==> src/hw/dsi_tx_pkg.sv <==
`default_nettype none

package dsi_tx_pkg;

    localparam int LANES_MAX = 4; // data lanes on the output stream

    typedef enum logic [4:0] {
        REG_CTRL       = 5'd0, // enable, lane mode
        REG_CMD        = 5'd1, // a write sends one short packet
        REG_STATUS     = 5'd2, // cmd_done (w1c), cmd_busy
        REG_IRQ_EN     = 5'd3,
        REG_LINE_COUNT = 5'd4  // read only
    } reg_addr_e;

    typedef enum logic [1:0] {
        LANES_1 = 2'd0,
        LANES_2 = 2'd1,
        LANES_4 = 2'd2  // 3 also means four lanes
    } lane_mode_e;

    typedef enum logic [7:0] {
        DT_DCS_SHORT_WRITE = 8'h05,
        DT_DCS_SHORT_PARAM = 8'h15,
        DT_DCS_LONG_WRITE  = 8'h39,
        DT_PIXEL_STREAM    = 8'h3E  // one pixel line per packet
    } dsi_data_type_e;

    typedef struct packed {
        logic [4:0]  addr;
        logic        write;
        logic        read;
        logic [31:0] wdata;
    } reg_req_t;

    typedef struct packed {
        logic [31:0] data;   // byte 0 in bits 7:0
        logic [2:0]  nbytes; // valid bytes from byte 0 up
        logic        last;   // end of packet
    } dsi_word_t;

    typedef struct packed {
        logic [LANES_MAX-1:0][7:0] data;
        logic [LANES_MAX-1:0]      lane_valid;
        logic                      last;
    } dsi_lanes_t;

endpackage

`default_nettype wire

==> src/hw/dsi_tx_packet_assembler.sv <==
`timescale 1ns/10ps
`default_nettype none

module dsi_tx_packet_assembler #(
    parameter int LINE_WIDTH     = 640,
    parameter int BITS_PER_PIXEL = 8
) (
    input  wire                     clk_sys,
    input  wire                     reset,
    input  wire                     enable,
    input  wire                     cmd_valid,
    output logic                    cmd_ready,
    input  wire  [23:0]             cmd_packet,
    input  wire  [31:0]             buf_word,
    input  wire                     buf_valid,
    output logic                    buf_ready,
    input  wire                     line_ready,
    output dsi_tx_pkg::dsi_word_t   asm_word,
    output logic                    asm_valid,
    input  wire                     asm_ready,
    output logic                    cmd_sent,
    output logic                    line_sent
);

    localparam int LINE_BYTES = LINE_WIDTH * BITS_PER_PIXEL / 8;
    localparam int LINE_WORDS = LINE_BYTES / 4;
    localparam int CW         = $clog2(LINE_WORDS + 1);

    typedef enum logic [2:0] {
        IDLE,
        CMD,
        HEADER,
        PAYLOAD,
        FOOTER
    } asm_state_e;

    asm_state_e    state;
    logic [CW-1:0] word_cnt;    // payload words fetched so far
    logic [15:0]   byte_sum;
    logic          in_line;
    logic          can_load;
    logic          all_fetched;
    logic          start_cmd;
    logic          start_line;
    logic          fetch;
    logic          load_footer;

    // three header bytes plus their xor check byte
    function automatic logic [31:0] add_check(input logic [23:0] hdr);
        return {hdr[23:16] ^ hdr[15:8] ^ hdr[7:0], hdr};
    endfunction

    function automatic logic [15:0] word_sum(input logic [31:0] w);
        return 16'(w[7:0]) + 16'(w[15:8]) + 16'(w[23:16]) + 16'(w[31:24]);
    endfunction

    assign in_line     = (state == HEADER) || (state == PAYLOAD);
    assign can_load    = !asm_valid || asm_ready; // output slot free at this edge
    assign all_fetched = (word_cnt == CW'(LINE_WORDS));
    assign start_cmd   = (state == IDLE) && enable && cmd_valid; // commands go first
    assign start_line  = (state == IDLE) && enable && !cmd_valid && line_ready;
    assign fetch       = in_line && can_load && !all_fetched && buf_valid;
    assign load_footer = in_line && can_load && all_fetched;

    assign cmd_ready = start_cmd;
    assign buf_ready = fetch;
    assign cmd_sent  = (state == CMD) && asm_valid && asm_ready;
    assign line_sent = (state == FOOTER) && asm_valid && asm_ready;

    always_ff @(posedge clk_sys) begin
        if (reset) begin
            state     <= IDLE;
            asm_valid <= 1'b0;
            word_cnt  <= '0;
            byte_sum  <= '0;
        end else begin
            case (state)
                IDLE: begin
                    if (start_cmd) begin
                        asm_valid <= 1'b1;
                        state     <= CMD;
                    end else if (start_line) begin
                        asm_valid <= 1'b1;
                        word_cnt  <= '0;
                        byte_sum  <= '0;
                        state     <= HEADER;
                    end
                end
                CMD, FOOTER: begin
                    if (asm_ready) begin
                        asm_valid <= 1'b0;
                        state     <= IDLE;
                    end
                end
                default: begin
                    if (fetch) begin
                        asm_valid <= 1'b1;
                        word_cnt  <= word_cnt + 1'b1;
                        byte_sum  <= byte_sum + word_sum(buf_word);
                        state     <= PAYLOAD;
                    end else if (load_footer) begin
                        asm_valid <= 1'b1;
                        state     <= FOOTER;
                    end else if (asm_ready) begin
                        asm_valid <= 1'b0; // waiting on the buffer
                    end
                end
            endcase
        end
    end

    always_ff @(posedge clk_sys) begin
        if (start_cmd) begin
            asm_word <= '{data: add_check(cmd_packet), nbytes: 3'd4, last: 1'b1};
        end else if (start_line) begin
            asm_word <= '{data: add_check({16'(LINE_BYTES), dsi_tx_pkg::DT_PIXEL_STREAM}),
                          nbytes: 3'd4, last: 1'b0};
        end else if (fetch) begin
            asm_word <= '{data: buf_word, nbytes: 3'd4, last: 1'b0};
        end else if (load_footer) begin
            asm_word <= '{data: {16'd0, byte_sum}, nbytes: 3'd2, last: 1'b1}; // sum low byte first
        end
    end

    // pixel lines must fill whole words
    a_line_bytes: assert property (@(posedge clk_sys) (LINE_BYTES % 4) == 0);

    a_word_hold: assert property (@(posedge clk_sys) disable iff (reset)
        asm_valid && !asm_ready |=> asm_valid && $stable(asm_word));

endmodule

`default_nettype wire

==> config.mk <==
export PLATFORM = sky130hd
export DESIGN_NAME = dsi_tx_packet_assembler
export DESIGN_NICKNAME = d
export VERILOG_FILES = /design/src/hw/dsi_tx_pkg.sv /design/src/hw/dsi_tx_packet_assembler.sv
export SDC_FILE = /design/constraint.sdc
export NUM_CORES = 1
export LEC_CHECK = 0
export BUFFER_PORTS_ARGS = -buffer_cell sky130_fd_sc_hd__buf_2
export CAP_MARGIN = 20
export CORE_MARGIN = 2
export CORE_UTILIZATION = 41
export CTS_CLUSTER_DIAMETER = 50
export DETAILED_ROUTE_END_ITERATION = 8
export SYNTH_ARGS = -nofsm -noshare
export SYNTH_HDL_FRONTEND = slang
export SYNTH_SLANG_ARGS = --single-unit
export TNS_END_PERCENT = 20
==> constraint.sdc <==
create_clock -name clk_sys -period 10.18 [get_ports clk_sys]
set_input_delay 3.054 -clock clk_sys [delete_from_list [all_inputs] [get_ports clk_sys]]
set_output_delay 3.054 -clock clk_sys [all_outputs]
set_load 0.05 [all_outputs]
==> flow_summary_export.csv <==
group,metric,value,unit
routing,via_per_inst,5.14,
floorplan,initial_core_util,42.1,%
routing,wirelength,10.1,mm
power,p_clk_share,22.2,%
placed_design,port-buffer-count,102,
routing,drt_iter0_drc,185,
synthesis,synthesis.instances,426,
power,total_power,0.926,mW
timing,finalWorstSetupSlack,1940,ps
floorplan,die_x,104,µm
grt,gr-total-overflow,0,
synthesis,synth_seq_cells,63,
floorplan,fp-row-count,36,
critical_path,endpoint,"cmd_ready",
floorplan,dieArea,10800,µm²
cts,holdBufCountCts,0,
hold_path,hold_class,"flip-flop to flip-flop",
grt,grt_pass1_vias,3403,
synthesis,synthTopCellsByCount,"inv_1 (83), nor2_1 (34), edfxtp_1 (32)",
grt,antenna_found_initial,0,
power,switching_share,40.9,%
cts,ctsResizeCount,0,
grt,grt_max_degree,51,
critical_path,rr_startpoint,"state[1]$_SDFFE_PP0P_",
placed_design,dp_hpwl,7.52,mm
cts,cts-htree-levels,3,
cts,cts_tree,"yes",
cts,cts_sinks,63,
synthesis,synth_fp_nets,529,
timing,hold_violations,0,
timing,fmax,0.121,GHz
synthesis,synth_largest_area_cell,"edfxtp_1",
critical_path,cp_data_required_time,7130,ps
power,p_switching,0.378,mW
timing,max-slew-margin-rel,35.0,%
synthesis,netlist_area,4100,µm²
final_layout,nets,624,
cts,post_cts_buffers,0,
critical_path,cp.arrival,5180,ps
power,irDropWorstVdd,0.0000871,V
final_layout,fill_cells,962,
job,max_cap_violations,0,
critical_path,start_kind,"primary input",
run_status,status,"complete, no violations",
floorplan,core_area,9730,µm²
timing,slew_viol_final,0,
synthesis,ys_types,53,
placed_design,routabilityCongestion,0.814,
cts,cts-root-buf,"clkbuf_8",
cts,clock_path_buffers,2,
power,cellPowerDensity,190,nW/µm²
synthesis,yosys.area.top_type_share,23.5,%
synthesis,synth_area_leaders,"edfxtp_1 (23%), dfxtp_1 (15%), fa_1 (11%)",
critical_path,startpoint,"enable",
timing,rsz0062_at_grt,"false",
power,cellLeakagePower,2.33,nW
timing,fin_crit_sh,80.9,%
synthesis,post-synth-top-count-cell,"inv_1",
final_layout,drive_gt1_share,24.3,%
synthesis,synth-edff-count,32,
synthesis,async_flop_share,0,%
critical_path,crit_fanout,24,
timing,skew,8.85,ps
routing,vias,3387,
power,p_comb_share,43.2,%
synthesis,ys_seq_area_share,38.6,%
final_layout,num_antenna_cells,0,
grt,grt_pass1_wl,16.6,mm
cts,insertion_delay,330,ps
critical_path,end_kind,"primary output",
timing,setup-violations-final,0,
cts,clkTransAtPathRegs,70,ps
final_layout,multi_input_area,2100,µm²
timing,final.setup.tns,0,ps
power,cell_internal_pwr,0.547,mW
final_layout,seqCellArea,1580,µm²
synthesis,synth-warning-count,0,
synthesis,syn_avg_cell_area,9.61,µm²
floorplan,die_h,104,µm
cts,cts_made_buffers,9,
critical_path,r2r_cells,5,
routing,drtPass1Iterations,5,
routing,ant_nets,0,
routing,wl_per_cell,15.3,µm
critical_path,rr_endpoint,"asm_word[12]$_DFFE_PP_",
grt,grt_usage,19.2,%
synthesis,ys.flop_type,"edfxtp_1",
timing,tightest_slew,972,ps
timing,fin_crit,8240,ps
floorplan,ioPinCount,104,
power,pwr-share-seq,34.7,%
routing,drcViolationCount,0,
critical_path,crit_type,"primary input to primary output",
final_layout,syn2layout_area_growth,19.0,%
critical_path,r2r_slack,7000,ps
placed_design,pre_cts_ws,1890,ps
-- kinds of logic (layout without fill, tap and decap cells) --
kind of cell | Yosys count | after routing | synth area share, %
AOI/OAI and AO/OA | 107 | 107 | 18.7
buffers and inverters | 105 | 205 | 10.2
and+or+nand+nor | 84 | 84 | 10.4
DFF | 63 | 63 | 38.6
adders and majority gates | 40 | 40 | 16.4
xor gates and xnor gates | 26 | 26 | 5.56
other | 1 | 1 | 0.0916
-- critical path, stage by stage --
cell and delay [ps]:
buf_2 110, nand3_1 680, inv_1 930, buf_2 390
-- metal layers --
| layer | GRT usage, % | vias up | part of all wire [%] |
|---|---|---|---|
| li1 | - | 1652 | - |
| met1 | 25.7 | 1611 | 45 |
| met2 | 31.5 | 111 | 48 |
| met3 | 2.94 | 13 | 5.6 |
| met4 | 6.95 | 0 | 2.2 |
| met5 | 0 | - | 0 |
-- cells in the final DEF, fill, tap and decap left out, types with 4 or more instances in the layout --
cell type,count
inv_1,83
nand3_1,7
xor2_1,17
ha_1,17
a221oi_1,6
a222oi_1,10
or4_1,4
nor2_1,34
and3_1,4
nor3_1,5
a22oi_1,7
buf_2,102
o31ai_1,4
xnor2_1,9
clkbuf_8,10
o21ai_0,17
dfxtp_1,31
o2111ai_1,4
nand2_1,12
a211oi_1,4
a22o_1,11
a21oi_1,28
edfxtp_1,32
fa_1,23
-- power by group through the flow --
stage          Clock, mW  Sequential [mW]  Combinational [mW]
2_1_floorplan          0            0.410               0.224
3_3_place_gp           0            0.326               0.394
3_5_place_dp           0            0.327               0.397
4_1_cts            0.211            0.321               0.400
5_1_grt            0.221            0.324               0.447
6_report           0.205            0.321               0.400
-- sequential cells by signal, indices dropped and copies added, names as in the netlist --
signal,count
asm_word,35
word_cnt,8
asm_valid,1
state,3
byte_sum,16
-- worst min-delay path by stage --
stage                                            to  cells past startpoint                 startpoint  slack, ps
after detailed placement   asm_word[3]$_SDFFE_PP1P_                      1   asm_word[3]$_SDFFE_PP1P_        450
after global placement     asm_word[3]$_SDFFE_PP1P_                      1   asm_word[3]$_SDFFE_PP1P_        440
after global routing       asm_word[3]$_SDFFE_PP1P_                      1   asm_word[3]$_SDFFE_PP1P_        490
after floorplan           byte_sum[15]$_SDFFE_PP0P_                      2  byte_sum[15]$_SDFFE_PP0P_        450
final                      asm_word[3]$_SDFFE_PP1P_                      1   asm_word[3]$_SDFFE_PP1P_        460
after CTS                  asm_word[3]$_SDFFE_PP1P_                      1   asm_word[3]$_SDFFE_PP1P_        470
-- area by class of cell --
type	instances	share of cell area, %
multi-input cells	258	43.0
well taps	133	3.41
inverters	85	6.55
flip-flops and latches	63	32.5
clock buffers	13	3.49
clock inverters	3	0.308
repair buffers	104	10.8
-- through the flow --
step / cells / hold WS (ps) / area (µm²) / util, %
2_1_floorplan: 426 / 452 / 4100 / -
3_3_place_gp: 643 / 445 / 4690 / 48.2
3_5_place_dp: 643 / 449 / 4690 / 48.2
4_1_cts: 659 / 470 / 4870 / 50.1
5_1_grt: 659 / 494 / 4870 / 50.1
6_report: 659 / 464 / 4870 / 50.1
No activity file was read; power rests on OpenSTA's default activity.
