**config.mk**
```make
export PLATFORM = sky130hd
export DESIGN_NAME = dsi_tx_regs
export DESIGN_NICKNAME = d
export VERILOG_FILES = /design/src/hw/dsi_tx_pkg.sv /design/src/hw/dsi_tx_regs.sv
export SDC_FILE = /design/constraint.sdc
export NUM_CORES = 1
export LEC_CHECK = 0
export ABC_AREA = 1
export BUFFER_PORTS_ARGS = -buffer_cell sky130_fd_sc_hd__buf_2
export CORE_MARGIN = 4
export CORE_UTILIZATION = 54
export CTS_CLUSTER_SIZE = 20
export DETAILED_ROUTE_END_ITERATION = 7
export GPL_ROUTABILITY_DRIVEN = 1
export PLACE_DENSITY = 0.85
export SYNTH_ARGS = -nofsm -noshare
export SYNTH_HDL_FRONTEND = slang
export SYNTH_SLANG_ARGS = --single-unit
```
**constraint.sdc**
```tcl
create_clock -name clk_sys -period 5 [get_ports clk_sys]
set_input_delay 0.5 -clock clk_sys [delete_from_list [all_inputs] [get_ports clk_sys]]
set_output_delay 0.5 -clock clk_sys [all_outputs]
set_load 0.005 [all_outputs]
```
**src/hw/dsi_tx_pkg.sv**
```systemverilog
`default_nettype none

package dsi_tx_pkg;

    localparam int LANES_MAX = 4; // data lanes on the output stream

    typedef enum logic [4:0] {
        REG_CTRL       = 5'd0, // enable, lane mode
        REG_CMD        = 5'd1, // a write sends one short packet
        REG_STATUS     = 5'd2, // cmd_done (w1c), cmd_busy
        REG_IRQ_EN     = 5'd3,
        REG_LINE_COUNT = 5'd4  // read only
    } reg_addr_e;

    typedef enum logic [1:0] {
        LANES_1 = 2'd0,
        LANES_2 = 2'd1,
        LANES_4 = 2'd2  // 3 also means four lanes
    } lane_mode_e;

    typedef enum logic [7:0] {
        DT_DCS_SHORT_WRITE = 8'h05,
        DT_DCS_SHORT_PARAM = 8'h15,
        DT_DCS_LONG_WRITE  = 8'h39,
        DT_PIXEL_STREAM    = 8'h3E  // one pixel line per packet
    } dsi_data_type_e;

    typedef struct packed {
        logic [4:0]  addr;
        logic        write;
        logic        read;
        logic [31:0] wdata;
    } reg_req_t;

    typedef struct packed {
        logic [31:0] data;   // byte 0 in bits 7:0
        logic [2:0]  nbytes; // valid bytes from byte 0 up
        logic        last;   // end of packet
    } dsi_word_t;

    typedef struct packed {
        logic [LANES_MAX-1:0][7:0] data;
        logic [LANES_MAX-1:0]      lane_valid;
        logic                      last;
    } dsi_lanes_t;

endpackage

`default_nettype wire

```
**src/hw/dsi_tx_regs.sv**
```systemverilog
`timescale 1ns/10ps
`default_nettype none

module dsi_tx_regs (
    input  wire                      clk_sys,
    input  wire                      reset,
    input  var dsi_tx_pkg::reg_req_t reg_req,
    output logic [31:0]              reg_rdata,
    output logic                     irq,
    output logic                     enable,
    output dsi_tx_pkg::lane_mode_e   lane_mode,
    output logic                     cmd_valid,
    input  wire                      cmd_ready,
    output logic [23:0]              cmd_packet,
    input  wire                      cmd_sent,
    input  wire                      line_sent
);

    logic        cmd_busy;
    logic        cmd_done;
    logic        irq_en;
    logic [15:0] line_count;
    logic        cmd_load;
    logic        done_clear;

    // a new command is taken only when none is in flight
    assign cmd_load   = reg_req.write && (reg_req.addr == dsi_tx_pkg::REG_CMD) && !cmd_busy;
    assign done_clear = reg_req.write && (reg_req.addr == dsi_tx_pkg::REG_STATUS) &&
                        reg_req.wdata[0];

    always_ff @(posedge clk_sys) begin
        if (reset) begin
            enable    <= 1'b0;
            lane_mode <= dsi_tx_pkg::LANES_1;
            irq_en    <= 1'b0;
        end else if (reg_req.write) begin
            case (reg_req.addr)
                dsi_tx_pkg::REG_CTRL: begin
                    enable    <= reg_req.wdata[0];
                    lane_mode <= dsi_tx_pkg::lane_mode_e'(reg_req.wdata[2:1]);
                end
                dsi_tx_pkg::REG_IRQ_EN: begin
                    irq_en <= reg_req.wdata[0];
                end
                default: begin
                end
            endcase
        end
    end

    always_ff @(posedge clk_sys) begin
        if (reset) begin
            cmd_valid <= 1'b0;
            cmd_busy  <= 1'b0;
        end else if (cmd_load) begin
            cmd_valid <= 1'b1;
            cmd_busy  <= 1'b1;
        end else begin
            if (cmd_valid && cmd_ready) begin
                cmd_valid <= 1'b0; // taken by the assembler
            end
            if (cmd_sent) begin
                cmd_busy <= 1'b0;  // last word left the assembler
            end
        end
    end

    always_ff @(posedge clk_sys) begin
        if (cmd_load) begin
            cmd_packet <= reg_req.wdata[23:0];
        end
    end

    always_ff @(posedge clk_sys) begin
        if (reset) begin
            cmd_done   <= 1'b0;
            line_count <= '0;
            irq        <= 1'b0;
        end else begin
            if (cmd_sent) begin
                cmd_done <= 1'b1;
            end else if (done_clear) begin
                cmd_done <= 1'b0;
            end
            if (line_sent) begin
                line_count <= line_count + 16'd1;
            end
            irq <= cmd_done && irq_en;
        end
    end

    always_ff @(posedge clk_sys) begin
        if (reset) begin
            reg_rdata <= '0;
        end else if (reg_req.read) begin
            case (reg_req.addr)
                dsi_tx_pkg::REG_CTRL:       reg_rdata <= {29'd0, lane_mode, enable};
                dsi_tx_pkg::REG_CMD:        reg_rdata <= {8'd0, cmd_packet};
                dsi_tx_pkg::REG_STATUS:     reg_rdata <= {30'd0, cmd_busy, cmd_done};
                dsi_tx_pkg::REG_IRQ_EN:     reg_rdata <= {31'd0, irq_en};
                dsi_tx_pkg::REG_LINE_COUNT: reg_rdata <= {16'd0, line_count};
                default:                    reg_rdata <= '0;
            endcase
        end
    end

    // the assembler must see the same packet until it takes it
    a_cmd_stable: assert property (@(posedge clk_sys) disable iff (reset)
        cmd_valid && !cmd_ready |=> cmd_valid && $stable(cmd_packet));

endmodule

`default_nettype wire

```
==> results by stage <==
Status:
- The run finished with clean final reports.

Global route:
- Entering global routing, the biggest net connects 35 pins.
- For this run the aggregate overflow at the end of global routing stands at 0.
- The number of antenna violations at the first check in global routing is 0.
- The all-layer global routing usage is 0.215.
- The via count of the first global-routing pass is 2735.
- The first global-routing pass estimated 12200 um of wire.

Hold path:
- The path category of the worst min-delay check is in2reg.

Clocking:
- TritonCTS built the clock tree.
- The buffer levels on the longest clock path is 2.
- After clock tree synthesis, the clock-pin slew on the worst setup and hold paths is 0.08 ns.
- The clock latency of the later-clocked register in the worst-skew pair is 0.35 ns.
- The cell at the root of the clock tree is sky130_fd_sc_hd__clkbuf_8.
- In this run the post-CTS setup repair buffer count came out at 0.
- The TritonCTS buffer count is 9.
- Buffers inserted to repair hold after CTS numbered 0.
- The number of gates resized after cts is 0.
- The total clock sinks is 72.
- The clock tree synthesis step divided the H-tree into 3 levels.

Die:
- The number of ports placed on the die boundary is 105.
- The initial core utilization is 0.562.
- The die is 83.9 um tall.
- The floorplan die area is 7040 sq um.
- The area of the core is 5540 sq um.
- The overall die width is 83.9 um.
- After floorplanning, the core was divided into 27 placement rows.

Placed design:
- Routability-driven placement finished with a final weighted congestion of 0.846.
- The half-perimeter wire length of the detailed placement result is 4860 um.
- In this run the cell area measured after placement is 3540 sq um.
- The count of input and output buffers is 88.

Critical path:
- Counting both buffers and inverters, the worst setup path holds a total of 4.
- The element type at the critical path start is a primary input.
- The kind of cell with the highest combined delay on the critical path is buffers and inverters.
- The data required time at the worst endpoint is 4.97 ns.
- The data arrival time at the worst-slack endpoint is 2.11 ns.
- The critical path capture point type is a register.
- In this design, the stage delay of the slowest critical-path cell is 0.75 ns.
- The cell with the largest stage delay on the worst path is sky130_fd_sc_hd__inv_1.
- Walking the worst path, the cells encountered are buf_2 > inv_1 > nand2_2 > nor2_4 > nand2_2 > inv_4 > nand2_1 > inv_1.
- The critical path start-end classification is in2reg.
- Along the worst path, the maximum fanout reaches 24.

Timing:
- The final hold violation count came to 0.
- The post-route minimum period is 2.14 ns.
- Measured against its own limit, the worst slew margin works out to 0.334.
- For the final routed database, the setup TNS stands at 0 ns.
- For the pin with the worst max-slew slack, the measured transition is 0.998 ns.
- The post-route clock period utilization is 0.429.
- Setup repair after global routing left no endpoint under its margin.
- Timing would allow up to 467 MHz.
- Across the routed clock network, the largest skew measured is 0.00716 ns.
- The number of max-slew violations in the final report came to 0.
- Setup violations remaining at the end of the flow were counted as 0.

Yosys:
- The average cell area after synthesis is 8.74 sq um.
- The synthesized design contains 72 register bits.
- The cell count after synthesis came out at 356.
- Yosys mapped the design onto 30 distinct sky130hd cell types.
- The cell area that synthesis handed to floorplanning was 3110 sq um.
- The part of the Yosys area used for sequential elements is 0.540.
- The number of warnings printed during yosys synthesis is 0.

Power and ir drop:
- VDD sags by at most 0.200 mV.
- The total power divided by cell area is 328 nW/um^2.
- Summed over all cells, the static leakage comes to 1.61 nW.

Run:
- The number of violations of the max-capacitance limit is 0.

Layout:
- The share of post-route cells with drive strength above 1 is 0.333.
- The total non-filler cell area in the finished layout is 3780 sq um.
- The number of inserted diodes is 0.
- The layout net count is 488.
- After filler insertion, the fill cell instance count of the layout stands at 445.
- Relative to the synthesized area, the layout overhead comes to 21.5%.

Detailed routing:
- The first detailed-routing pass took 5 iterations.
- After detailed routing, the average wire length per cell comes to 14.1 um.
- The via count is 2755.
- In the routed layout, each cell is associated on average with a via count of 5.30.
- After detailed routing, the number of remaining DRC violations is 0.
- The remaining antenna violation count after routing is 0.
- The post-detailed-routing wire length is 7340 um.
- The DRC violation total after the first TritonRoute iteration is 265.
## placed cells by master, fill, tap and decap left out, types with 3 or more instances in the layout
| cell | instances |
|---|---|
| sky130_fd_sc_hd__clkbuf_8 | 9 |
| sky130_fd_sc_hd__conb_1 | 8 |
| sky130_fd_sc_hd__nor3_1 | 7 |
| sky130_fd_sc_hd__inv_1 | 39 |
| sky130_fd_sc_hd__nor2_1 | 21 |
| sky130_fd_sc_hd__nor2_2 | 5 |
| sky130_fd_sc_hd__bufinv_16 | 3 |
| sky130_fd_sc_hd__nand4_1 | 3 |
| sky130_fd_sc_hd__dfxtp_1 | 48 |
| sky130_fd_sc_hd__a21oi_2 | 9 |
| sky130_fd_sc_hd__a21oi_1 | 29 |
| sky130_fd_sc_hd__buf_2 | 88 |
| sky130_fd_sc_hd__nand3_1 | 10 |
| sky130_fd_sc_hd__o21ai_0 | 28 |
| sky130_fd_sc_hd__nand2_1 | 79 |
| sky130_fd_sc_hd__o21ai_2 | 10 |
| sky130_fd_sc_hd__edfxtp_1 | 24 |
| sky130_fd_sc_hd__nand2_2 | 12 |
| sky130_fd_sc_hd__nor2_4 | 3 |
## layout make-up
type	count	area [sq um]	share of cell area
sequential	72	1680	0.445
multi-input combinational	230	1170	0.308
timing repair buffer	88	440	0.116
inverter	42	160	0.0423
clock buffer	9	124	0.0327
clock inverter	7	120	0.0318
tap	72	90.1	0.0238
## Yosys cell counts (all sizes together)
library cell	instances	area, sq um
edfxtp	24	721
conb	1	3.75
dfxtp	48	961
ha	1	12.5
nand3	11	60.1
a21oi	38	224
inv	41	156
clkinv	1	3.75
a211oi	1	12.5
nand2	91	372
nor3b	1	7.51
clkbuf	6	22.5
nor3	8	45.0
nor2	29	144
buf	13	109
nand4	4	31.3
o21ai	38	228
## kinds of logic (layout without fill, tap and decap cells)
family                     after synthesis  in the layout  share of synthesized area
and+or+nand+nor                        144            144                      0.212
AOI/OAI and AO/OA                       77             77                      0.149
DFF                                     72             72                      0.540
buffers and inverters                   61            146                     0.0936
adders and majority gates                1              1                    0.00402
other                                    1              8                    0.00120
## path summary, 6_finish.rpt
kind                          start                  endpoint  slack [ns]  cells after the start
max                     reg_req[37]  cmd_packet[13]$_DFFE_PP_        2.86                      8
min                     reg_req[23]  cmd_packet[23]$_DFFE_PP_        0.32                      1
max reg2reg   cmd_busy$_SDFFE_PP0P_  cmd_packet[13]$_DFFE_PP_        3.35                      3
min reg2reg  cmd_valid$_SDFFE_PP0P_    cmd_valid$_SDFFE_PP0P_        0.46                      2
## report_power, final
part | total [W] | internal [W] | switching, W
Sequential | 0.000619 | 0.000613 | 0.00000600
Combinational | 0.0000655 | 0.0000237 | 0.0000418
Clock | 0.000558 | 0.000332 | 0.000226
## metal layers
| metal | global-route usage | wire, um | vias up |
|---|---|---|---|
| met5 | 0 | 0 | - |
| met4 | 0.0936 | 110 | 0 |
| met3 | 0.0563 | 675 | 12 |
| met2 | 0.371 | 3560 | 142 |
| met1 | 0.251 | 2990 | 1286 |
| li1 | - | - | 1315 |
## through the flow
step	power, W	hold slack, ns	cells	setup WS, ns	util
final	0.00124	0.322	520	2.86	0.683
after global routing	0.00128	0.308	520	2.67	0.683
after CTS	0.00124	0.314	520	2.83	0.683
after detailed placement	0.000696	0.455	504	2.46	0.639
after global placement	0.000693	0.449	504	2.52	0.639
after floorplan	0.000670	0.429	363	3.04	-
## worst reg2reg max path, delay by kind of cell (launching register included)
kind,cells,cell delay [ns]
flip-flops,1,0.33
AND/OR/NAND/NOR,2,0.19
buffers and inverters,1,0.75
## flip-flops by register name, summed over array words and instances, names as in the netlist
register / count
line_count: 16
reg_rdata: 24
lane_mode: 2
cmd_busy: 1
cmd_valid: 1
irq: 1
cmd_packet: 24
cmd_done: 1
irq_en: 1
enable: 1
No activity file was read; power rests on OpenSTA's default activity.
