File: src/hw/dsi_tx_pkg.sv
`default_nettype none

package dsi_tx_pkg;

    localparam int LANES_MAX = 4; // data lanes on the output stream

    typedef enum logic [4:0] {
        REG_CTRL       = 5'd0, // enable, lane mode
        REG_CMD        = 5'd1, // a write sends one short packet
        REG_STATUS     = 5'd2, // cmd_done (w1c), cmd_busy
        REG_IRQ_EN     = 5'd3,
        REG_LINE_COUNT = 5'd4  // read only
    } reg_addr_e;

    typedef enum logic [1:0] {
        LANES_1 = 2'd0,
        LANES_2 = 2'd1,
        LANES_4 = 2'd2  // 3 also means four lanes
    } lane_mode_e;

    typedef enum logic [7:0] {
        DT_DCS_SHORT_WRITE = 8'h05,
        DT_DCS_SHORT_PARAM = 8'h15,
        DT_DCS_LONG_WRITE  = 8'h39,
        DT_PIXEL_STREAM    = 8'h3E  // one pixel line per packet
    } dsi_data_type_e;

    typedef struct packed {
        logic [4:0]  addr;
        logic        write;
        logic        read;
        logic [31:0] wdata;
    } reg_req_t;

    typedef struct packed {
        logic [31:0] data;   // byte 0 in bits 7:0
        logic [2:0]  nbytes; // valid bytes from byte 0 up
        logic        last;   // end of packet
    } dsi_word_t;

    typedef struct packed {
        logic [LANES_MAX-1:0][7:0] data;
        logic [LANES_MAX-1:0]      lane_valid;
        logic                      last;
    } dsi_lanes_t;

endpackage

`default_nettype wire

File: src/hw/dsi_tx_lane_distributor.sv
`timescale 1ns/10ps
`default_nettype none

module dsi_tx_lane_distributor (
    input  wire                        clk_sys,
    input  wire                        reset,
    input  var dsi_tx_pkg::lane_mode_e lane_mode,
    input  var dsi_tx_pkg::dsi_word_t  asm_word,
    input  wire                        asm_valid,
    output logic                       asm_ready,
    output dsi_tx_pkg::dsi_lanes_t     hs_lanes,
    output logic                       hs_valid,
    input  wire                        hs_ready
);

    dsi_tx_pkg::dsi_word_t hold;
    logic [2:0]  offset;     // first byte of the current beat
    logic [2:0]  lane_cnt;   // lanes in use, latched with the word
    logic [2:0]  mode_lanes;
    logic [3:0]  beat_end;
    logic        final_beat;
    logic [31:0] shifted;

    always_comb begin
        case (lane_mode)
            dsi_tx_pkg::LANES_1: mode_lanes = 3'd1;
            dsi_tx_pkg::LANES_2: mode_lanes = 3'd2;
            default:             mode_lanes = 3'd4;
        endcase
    end

    assign beat_end   = {1'b0, offset} + {1'b0, lane_cnt};
    assign final_beat = (beat_end >= {1'b0, hold.nbytes});
    assign shifted    = hold.data >> {offset, 3'b000};
    assign asm_ready  = !hs_valid || (hs_ready && final_beat);

    always_comb begin
        for (int k = 0; k < dsi_tx_pkg::LANES_MAX; k++) begin
            hs_lanes.lane_valid[k] = (k < int'(lane_cnt)) &&
                                     ((int'(offset) + k) < int'(hold.nbytes));
            hs_lanes.data[k]       = hs_lanes.lane_valid[k] ? shifted[8*k +: 8] : 8'h00;
        end
        hs_lanes.last = hold.last && final_beat;
    end

    always_ff @(posedge clk_sys) begin
        if (reset) begin
            hs_valid <= 1'b0;
            offset   <= '0;
            lane_cnt <= 3'd1;
        end else if (asm_valid && asm_ready) begin
            hs_valid <= 1'b1;
            offset   <= '0;        // every word starts a fresh beat
            lane_cnt <= mode_lanes;
        end else if (hs_valid && hs_ready) begin
            if (final_beat) begin
                hs_valid <= 1'b0;
            end else begin
                offset <= beat_end[2:0];
            end
        end
    end

    always_ff @(posedge clk_sys) begin
        if (asm_valid && asm_ready) begin
            hold <= asm_word;
        end
    end

    a_lane_range: assert property (@(posedge clk_sys) disable iff (reset)
        hs_valid |-> hs_lanes.lane_valid[0] && ((hs_lanes.lane_valid >> lane_cnt) == '0));

endmodule

`default_nettype wire

File: config.mk
export PLATFORM = sky130hd
export DESIGN_NAME = dsi_tx_lane_distributor
export DESIGN_NICKNAME = d
export VERILOG_FILES = /design/src/hw/dsi_tx_pkg.sv /design/src/hw/dsi_tx_lane_distributor.sv
export SDC_FILE = /design/constraint.sdc
export NUM_CORES = 1
export LEC_CHECK = 0
export BUFFER_PORTS_ARGS = -buffer_cell sky130_fd_sc_hd__buf_4
export CAP_MARGIN = 10
export CORE_ASPECT_RATIO = 0.9
export CORE_MARGIN = 2
export CORE_UTILIZATION = 55
export CTS_CLUSTER_DIAMETER = 50
export CTS_CLUSTER_SIZE = 14
export DETAILED_ROUTE_END_ITERATION = 8
export PLACE_DENSITY = 0.82
export RECOVER_POWER = 100
export SYNTH_ARGS = -nofsm -noshare
export SYNTH_HDL_FRONTEND = slang
export SYNTH_SLANG_ARGS = --single-unit
File: constraint.sdc
create_clock -name clk_sys -period 9.5 [get_ports clk_sys]
set_clock_uncertainty 0.05 [all_clocks]
set_input_delay 1.9 -clock clk_sys [delete_from_list [all_inputs] [get_ports clk_sys]]
set_output_delay 1.9 -clock clk_sys [all_outputs]
set_load 0.05 [all_outputs]
==> results of run 1 <==
[layout make-up]
cell class              instances  share of cell area, %
clock buffers                   5                   2.20
clock inverters                 3                   1.36
inverters                      16                   1.92
multi-input cells             154                   37.9
flip-flops and latches         43                   39.0
well taps                      62                   2.48
repair buffers                 81                   15.1
[stage by stage]
| stage | instances | hold WS [ps] | instance area [µm²] | power, µW |
|---|---|---|---|---|
| after floorplan | 222 | 453 | 2520 | 349 |
| after CTS | 364 | 537 | 3280 | 544 |
| final | 364 | 535 | 3130 | 527 |
| after global placement | 356 | 496 | 3170 | 399 |
| after detailed placement | 356 | 521 | 3170 | 401 |
| after global routing | 364 | 564 | 3130 | 554 |
[flip-flops by register name (all words and copies together), names as in the netlist]
signal	cells
hold	36
lane_cnt	3
offset	3
hs_valid	1
[routing by layer]
metal	share of wire, %	GRT usage (%)
met3	6.5	8.39
met1	45	30.6
met5	0	0
met4	1.4	7.46
met2	47	33.8
[layout by cell type (no fill, tap or decap)]
master	instances
o311a_1	1
clkinv_1	1
buf_4	9
nand2b_1	5
nor2_1	30
clkbuf_8	5
and3_1	1
a2111oi_0	1
a21oi_1	12
bufinv_16	1
clkbuf_1	36
inv_2	3
nand2_1	5
a211o_1	1
clkbuf_4	36
nor3_4	1
or4_1	1
a211oi_2	9
or3b_2	1
inv_6	1
nor2_2	8
edfxtp_1	36
mux2i_1	21
a21boi_1	2
o21a_1	2
a211oi_1	8
nor2b_1	8
inv_1	13
nand2_4	1
xor2_1	2
a21o_1	2
nand3_1	3
a211oi_4	1
o21ai_0	3
dfxtp_1	7
fa_1	2
nor3_1	4
ha_1	17
o211ai_1	1
xnor2_1	1
[cells by family after synthesis]
logic type	after synthesis	share of synthesized area, %
multiplexers	21	8.33
adder cells (fa/ha/maj)	19	10.0
AND/OR/NAND/NOR	68	13.9
buffers and inverters	25	3.97
AO/OA/AOI/OAI	43	14.4
flip-flops	43	48.4
XOR/XNOR	3	1.04
[worst max-delay path: cells and delay by family, from the launching register on]
| kind | cells | cell delay (ps) |
|---|---|---|
| AOI/OAI and AO/OA | 3 | 840 |
| adders and majority gates | 2 | 640 |
| and+or+nand+nor | 2 | 570 |
| buffers and inverters | 2 | 570 |
| DFF | 1 | 1460 |
[power breakdown]
part | total [µW] | internal, µW | switching, µW
combinational | 147 | 42.6 | 104
sequential | 235 | 223 | 11.4
clock | 145 | 78.4 | 66.9
[worst max-delay path by stage]
| stage | endpoint | slack (ps) | cells after the start |
|---|---|---|---|
| floorplan | hs_lanes[13] | 3510 | 10 |
| global placement | hs_lanes[36] | 4550 | 10 |
| detailed placement | hs_lanes[31] | 4450 | 10 |
| CTS | hs_lanes[31] | 4110 | 10 |
| global route | hs_lanes[17] | 2780 | 9 |
| finish | hs_lanes[13] | 3160 | 9 |
==> metrics.yaml, run 1 <==
logic_synthesis:
  yosysMostFrequentCell: "edfxtp_1"
  ys.flop_type: "edfxtp_1"
  synth_nets: 283
  yosysWarnings: 0
  synthTopCellsByCount: "edfxtp_1 (36), nor2_1 (30), mux2i_1 (21)"
  synth_cells: 222
  yosys.area.top_type: "edfxtp_1"
  synthTopCellsByArea: "edfxtp_1 (43%), ha_1 (8.4%), mux2i_1 (8.3%)"
  yosys.area.top_type_share_pct: 42.8
  synth_area_um2: 2520
  yosysSeqAreaShare_pct: 48.4
  ys_seq_elements: 43
  ys_async_sr_fraction_pct: 0
  yosysUniqueCellTypes: 38
  synth_edf_count: 36
  syn_avg_cell_area_um2: 11.4
global_route:
  track_usage_pct: 22.7
  grt_max_degree: 43
  antenna_found_initial: 0
  grt_pass1_wl_um: 8460
  grt_pass1_vias: 1783
  overflow: 0
clocking:
  cts_sinks: 43
  post_cts_buffers: 0
  cts.clk_slew.worst_paths_ps: 80
  cts_buffer_depth: 2
  worst_skew_pair.late_latency_ps: 300
  cts.repair.resized: 0
  root_buffer: "clkbuf_8"
  cts_buffers: 5
  htreeDepth: 2
  ctsHoldBuffers: 0
  cts_tree: "yes"
setup_path:
  cp_cell_sequence: "inv_2 -> ha_1 -> ha_1 -> a21boi_1 -> o21a_1 -> a2111oi_0 -> nand2_1 -> nor2_1 -> clkbuf_1"
  reg2reg_to: "lane_cnt[2]"
  crit_required_ps: 7550
  path_class: "flip-flop to primary output"
  r2r_start: "offset[0]"
  r2r_cells: 8
  slowest_stage: "dfxtp_1"
  arrival_ps: 4390
  cp_common_cell: "ha_1"
  endpoint_kind: "primary output"
  max_stage_delay_ps: 1460
  r2r_slack_ps: 4590
  worst-path-max-fanout: 42
  critPathLaunch: "offset[0]"
  crit_path_start_kind: "flip-flop"
placed_design:
  hpwl_um: 3900
  portBuffers: 80
  dp_slack_ps: 4450
  gp_congestion: 0.834
floorplan:
  core_area_um2: 4430
  rows: 23
  initial_core_util_pct: 56.9
  die_x_um: 75.4
  io_pins: 81
  die-area_um2: 5150
  die_h_um: 68.3
worst_hold_path:
  holdPathStages: 2
  min_path_type: "flip-flop to flip-flop"
  hold_end: "hs_valid"
  min_from: "hs_valid"
finish:
  fin_nets: 362
  fillers: 382
  drive_gt1_share_pct: 25.2
  area_growth_pct: 23.9
  regArea_um2: 1220
  fin_util_pct: 70.6
  multi_input_area_um2: 1180
  num_antenna_cells: 0
detailed_routing:
  routed-via-count: 1885
  vias_per_cell: 5.18
  drt-total-wl_um: 5370
  route.detailed.wl_per_inst_um: 14.7
  final_antenna_net_count: 0
  route.detailed.drc: 0
  drtIter0Drc: 102
  drtPass1Iterations: 4
sta:
  fin_tns_setup_ps: 0
  relSlewSlack_pct: -12.3
  clock.fmax_ghz: 0.158
  drv_slew: 86
  min_period_over_period_pct: 66.8
  rsz0062_at_grt: "false"
  tightest_slew_ps: 1680
  hold_viol_final: 0
  layout_min_cycle_time_ps: 6340
  setup_violations: 0
  setup_ws_ps: 3160
job:
  drv_cap: 2
power:
  p_per_area_nw_per_um2: 168
  peakVddDrop_v: 0.000129
  leakage_uw: 0.00125
status:
  status: "finished, violations left"
  failed_checks: "max-capacitance violations, max-slew violations"
Note: power is estimated with default switching activity, not from simulation.
==> inputs of run 2 (changes only) <==
--- a/config.mk
+++ b/config.mk
@@ -5,15 +5,16 @@
 export SDC_FILE = /design/constraint.sdc
 export NUM_CORES = 1
 export LEC_CHECK = 0
+export ABC_AREA = 1
 export BUFFER_PORTS_ARGS = -buffer_cell sky130_fd_sc_hd__buf_4
 export CAP_MARGIN = 10
 export CORE_ASPECT_RATIO = 0.9
 export CORE_MARGIN = 2
-export CORE_UTILIZATION = 55
+export CORE_UTILIZATION = 46
 export CTS_CLUSTER_DIAMETER = 50
 export CTS_CLUSTER_SIZE = 14
 export DETAILED_ROUTE_END_ITERATION = 8
-export PLACE_DENSITY = 0.82
+export PLACE_DENSITY = 0.73
 export RECOVER_POWER = 100
 export SYNTH_ARGS = -nofsm -noshare
 export SYNTH_HDL_FRONTEND = slang
==> constraint.sdc (replaced) <==
create_clock -name clk_sys -period 5.4 [get_ports clk_sys]
set_clock_uncertainty 0.05 [all_clocks]
set_input_delay 1.08 -clock clk_sys [delete_from_list [all_inputs] [get_ports clk_sys]]
set_output_delay 1.08 -clock clk_sys [all_outputs]
set_load 0.05 [all_outputs]
==> metrics.yaml, run 2 <==
logic_synthesis:
  syn_avg_cell_area_um2: 8.64
  synth_edf_count: 36
  yosys.area.top_type: "edfxtp_1"
  synthTopCellsByCount: "nand2_1 (53), nor2_1 (48), inv_1 (38)"
  synthTopCellsByArea: "edfxtp_1 (41%), ha_1 (8.2%), nand2_1 (7.6%)"
  ys_async_sr_fraction_pct: 0
  yosysWarnings: 0
  yosysMostFrequentCell: "nand2_1"
  yosysSeqAreaShare_pct: 46.8
  yosys.area.top_type_share_pct: 41.4
  yosysUniqueCellTypes: 32
  ys_seq_elements: 43
  synth_cells: 302
  synth_nets: 363
  synth_area_um2: 2610
  ys.flop_type: "edfxtp_1"
sta:
  hold_viol_final: 0
  layout_min_cycle_time_ps: 4390
  clock.fmax_ghz: 0.228
  min_period_over_period_pct: 81.2
  setup_violations: 0
  drv_slew: 0
  fin_tns_setup_ps: 0
  rsz0062_at_grt: "false"
  setup_ws_ps: 1010
  tightest_slew_ps: 935
  relSlewSlack_pct: 37.7
status:
  status: "completed"
worst_hold_path:
  min_from: "lane_cnt[0]"
  hold_end: "lane_cnt[0]"
  min_path_type: "flip-flop to flip-flop"
  holdPathStages: 2
placed_design:
  dp_slack_ps: 1820
  gp_congestion: 0.858
  placed_cell_area_um2: 3250
  portBuffers: 80
  hpwl_um: 4680
power:
  p_per_area_nw_per_um2: 328
  peakVddDrop_v: 0.000223
  intPower_uw: 624
  finalPower_uw: 1040
  seq_power_share_pct: 39.4
  leakage_uw: 0.00144
  p_comb_share_pct: 35.8
  clock_power_share_pct: 24.7
  p_sw_share_pct: 40.2
  p_switching_uw: 420
detailed_routing:
  vias_per_cell: 5.00
  drtPass1Iterations: 4
  route.detailed.drc: 0
  drtIter0Drc: 140
  routed-via-count: 2264
  route.detailed.wl_per_inst_um: 13.9
  final_antenna_net_count: 0
  drt-total-wl_um: 6290
floorplan:
  initial_core_util_pct: 46.9
  rows: 26
  core_area_um2: 5560
  io_pins: 81
  die_h_um: 75.4
  die-area_um2: 6290
  die_x_um: 83.4
finish:
  fillers: 536
  top_register: "hold"
  largest_register_ffs: 36
  fin_nets: 443
  top_regs: "hold: 36 flops, lane_cnt: 3 flops, offset: 3 flops"
  drive_gt1_share_pct: 16.4
  area_growth_pct: 21.8
  num_antenna_cells: 0
  fin_area_um2: 3180
  final_common_cell: "nand2_1"
  layout_common_cells: "nand2_1 (55), nor2_1 (48), inv_1 (39)"
  fin_util_pct: 57.1
clocking:
  worst_skew_pair.late_latency_ps: 290
  cts_tree: "yes"
  root_buffer: "clkbuf_8"
  post_cts_buffers: 0
  cts_buffers: 5
  ctsHoldBuffers: 0
  htreeDepth: 2
  cts.clk_slew.worst_paths_ps: 90
  cts.repair.resized: 0
  cts_sinks: 43
  cts_buffer_depth: 2
global_route:
  antenna_found_initial: 0
  overflow: 0
  grt_pass1_wl_um: 10200
  track_usage_pct: 20.8
  grt_pass1_vias: 2192
  grt_max_degree: 49
setup_path:
  crit_required_ps: 4270
  path_class: "flip-flop to primary output"
  endpoint_kind: "primary output"
  reg2reg_to: "hold[5]"
  crit_path_start_kind: "flip-flop"
  r2r_cells: 11
  worst-path-max-fanout: 10
  r2r_start: "offset[0]"
  arrival_ps: 3260
  r2r_slack_ps: 1370
job:
  drv_cap: 0
run 2: cell types whose count changed in the layout (fill, tap and decap cells not counted), sizes merged, moves of 2 or more:
cell / delta
a211oi: -18
a21boi: -2
a21oi: +23
inv: +26
mux2i: -21
nand2: +49
nand2b: -5
nand3: +13
nor2: +13
nor2b: -8
nor3: -5
o21a: -2
o21ai: +19
run 2: logic make-up (layout without fill, tap and decap cells):
logic type | count (synthesis) | count (layout) | share of synthesized area, %
xor+xnor | 3 | 3 | 1.01
compound gates | 60 | 60 | 13.5
fa+ha+maj | 19 | 19 | 9.69
buf+inv | 52 | 133 | 8.58
simple gates | 125 | 125 | 20.4
flops | 43 | 43 | 46.8
run 2: routing by layer:
layer  routed length (µm)  global-route usage [%]
met5                    0                       0
met4                  104                    7.65
met1                 2920                    27.8
met3                  338                    4.77
met2                 2930                    33.8
run 2: final cells by class:
type	count	area, µm²	share of cell area (%)
clock buffer	5	68.8	2.17
clock inverter	3	46.3	1.46
inverter	43	161	5.08
multi-input combinational	207	1120	35.2
sequential	43	1220	38.4
tap	70	87.6	2.76
timing repair buffer	82	473	14.9
run 2: power groups by stage:
stage / Combinational, µW / Clock, µW / Sequential (µW)
floorplan: 290 / 0 / 418
global placement: 413 / 0 / 419
detailed placement: 417 / 0 / 420
CTS: 418 / 264 / 412
global route: 406 / 278 / 415
finish: 374 / 258 / 412
run 2: worst max-delay path by stage:
stage,from,to,slack [ps],depth (start not counted)
after floorplan,offset[0],hs_lanes[29],1360,10
after CTS,offset[0],hs_lanes[34],1470,10
after detailed placement,offset[0],hs_lanes[34],1820,10
after global routing,offset[2],hs_lanes[26],850,7
after global placement,offset[2],hs_lanes[26],1900,7
final,offset[2],hs_lanes[26],1010,7
run 2: worst max-delay path, stage by stage, from the launching register on:
cell	delay [ps]
dfxtp_1	630
clkinv_1	420
fa_1	610
nor2_1	50
o21ai_2	50
o2111ai_1	410
nor2_1	290
clkbuf_1	500
run 2: metrics by stage:
step | cells | hold slack, ps
after floorplan | 302 | 456
after global placement | 445 | 493
after detailed placement | 445 | 497
after CTS | 453 | 510
after global routing | 453 | 518
final | 453 | 475
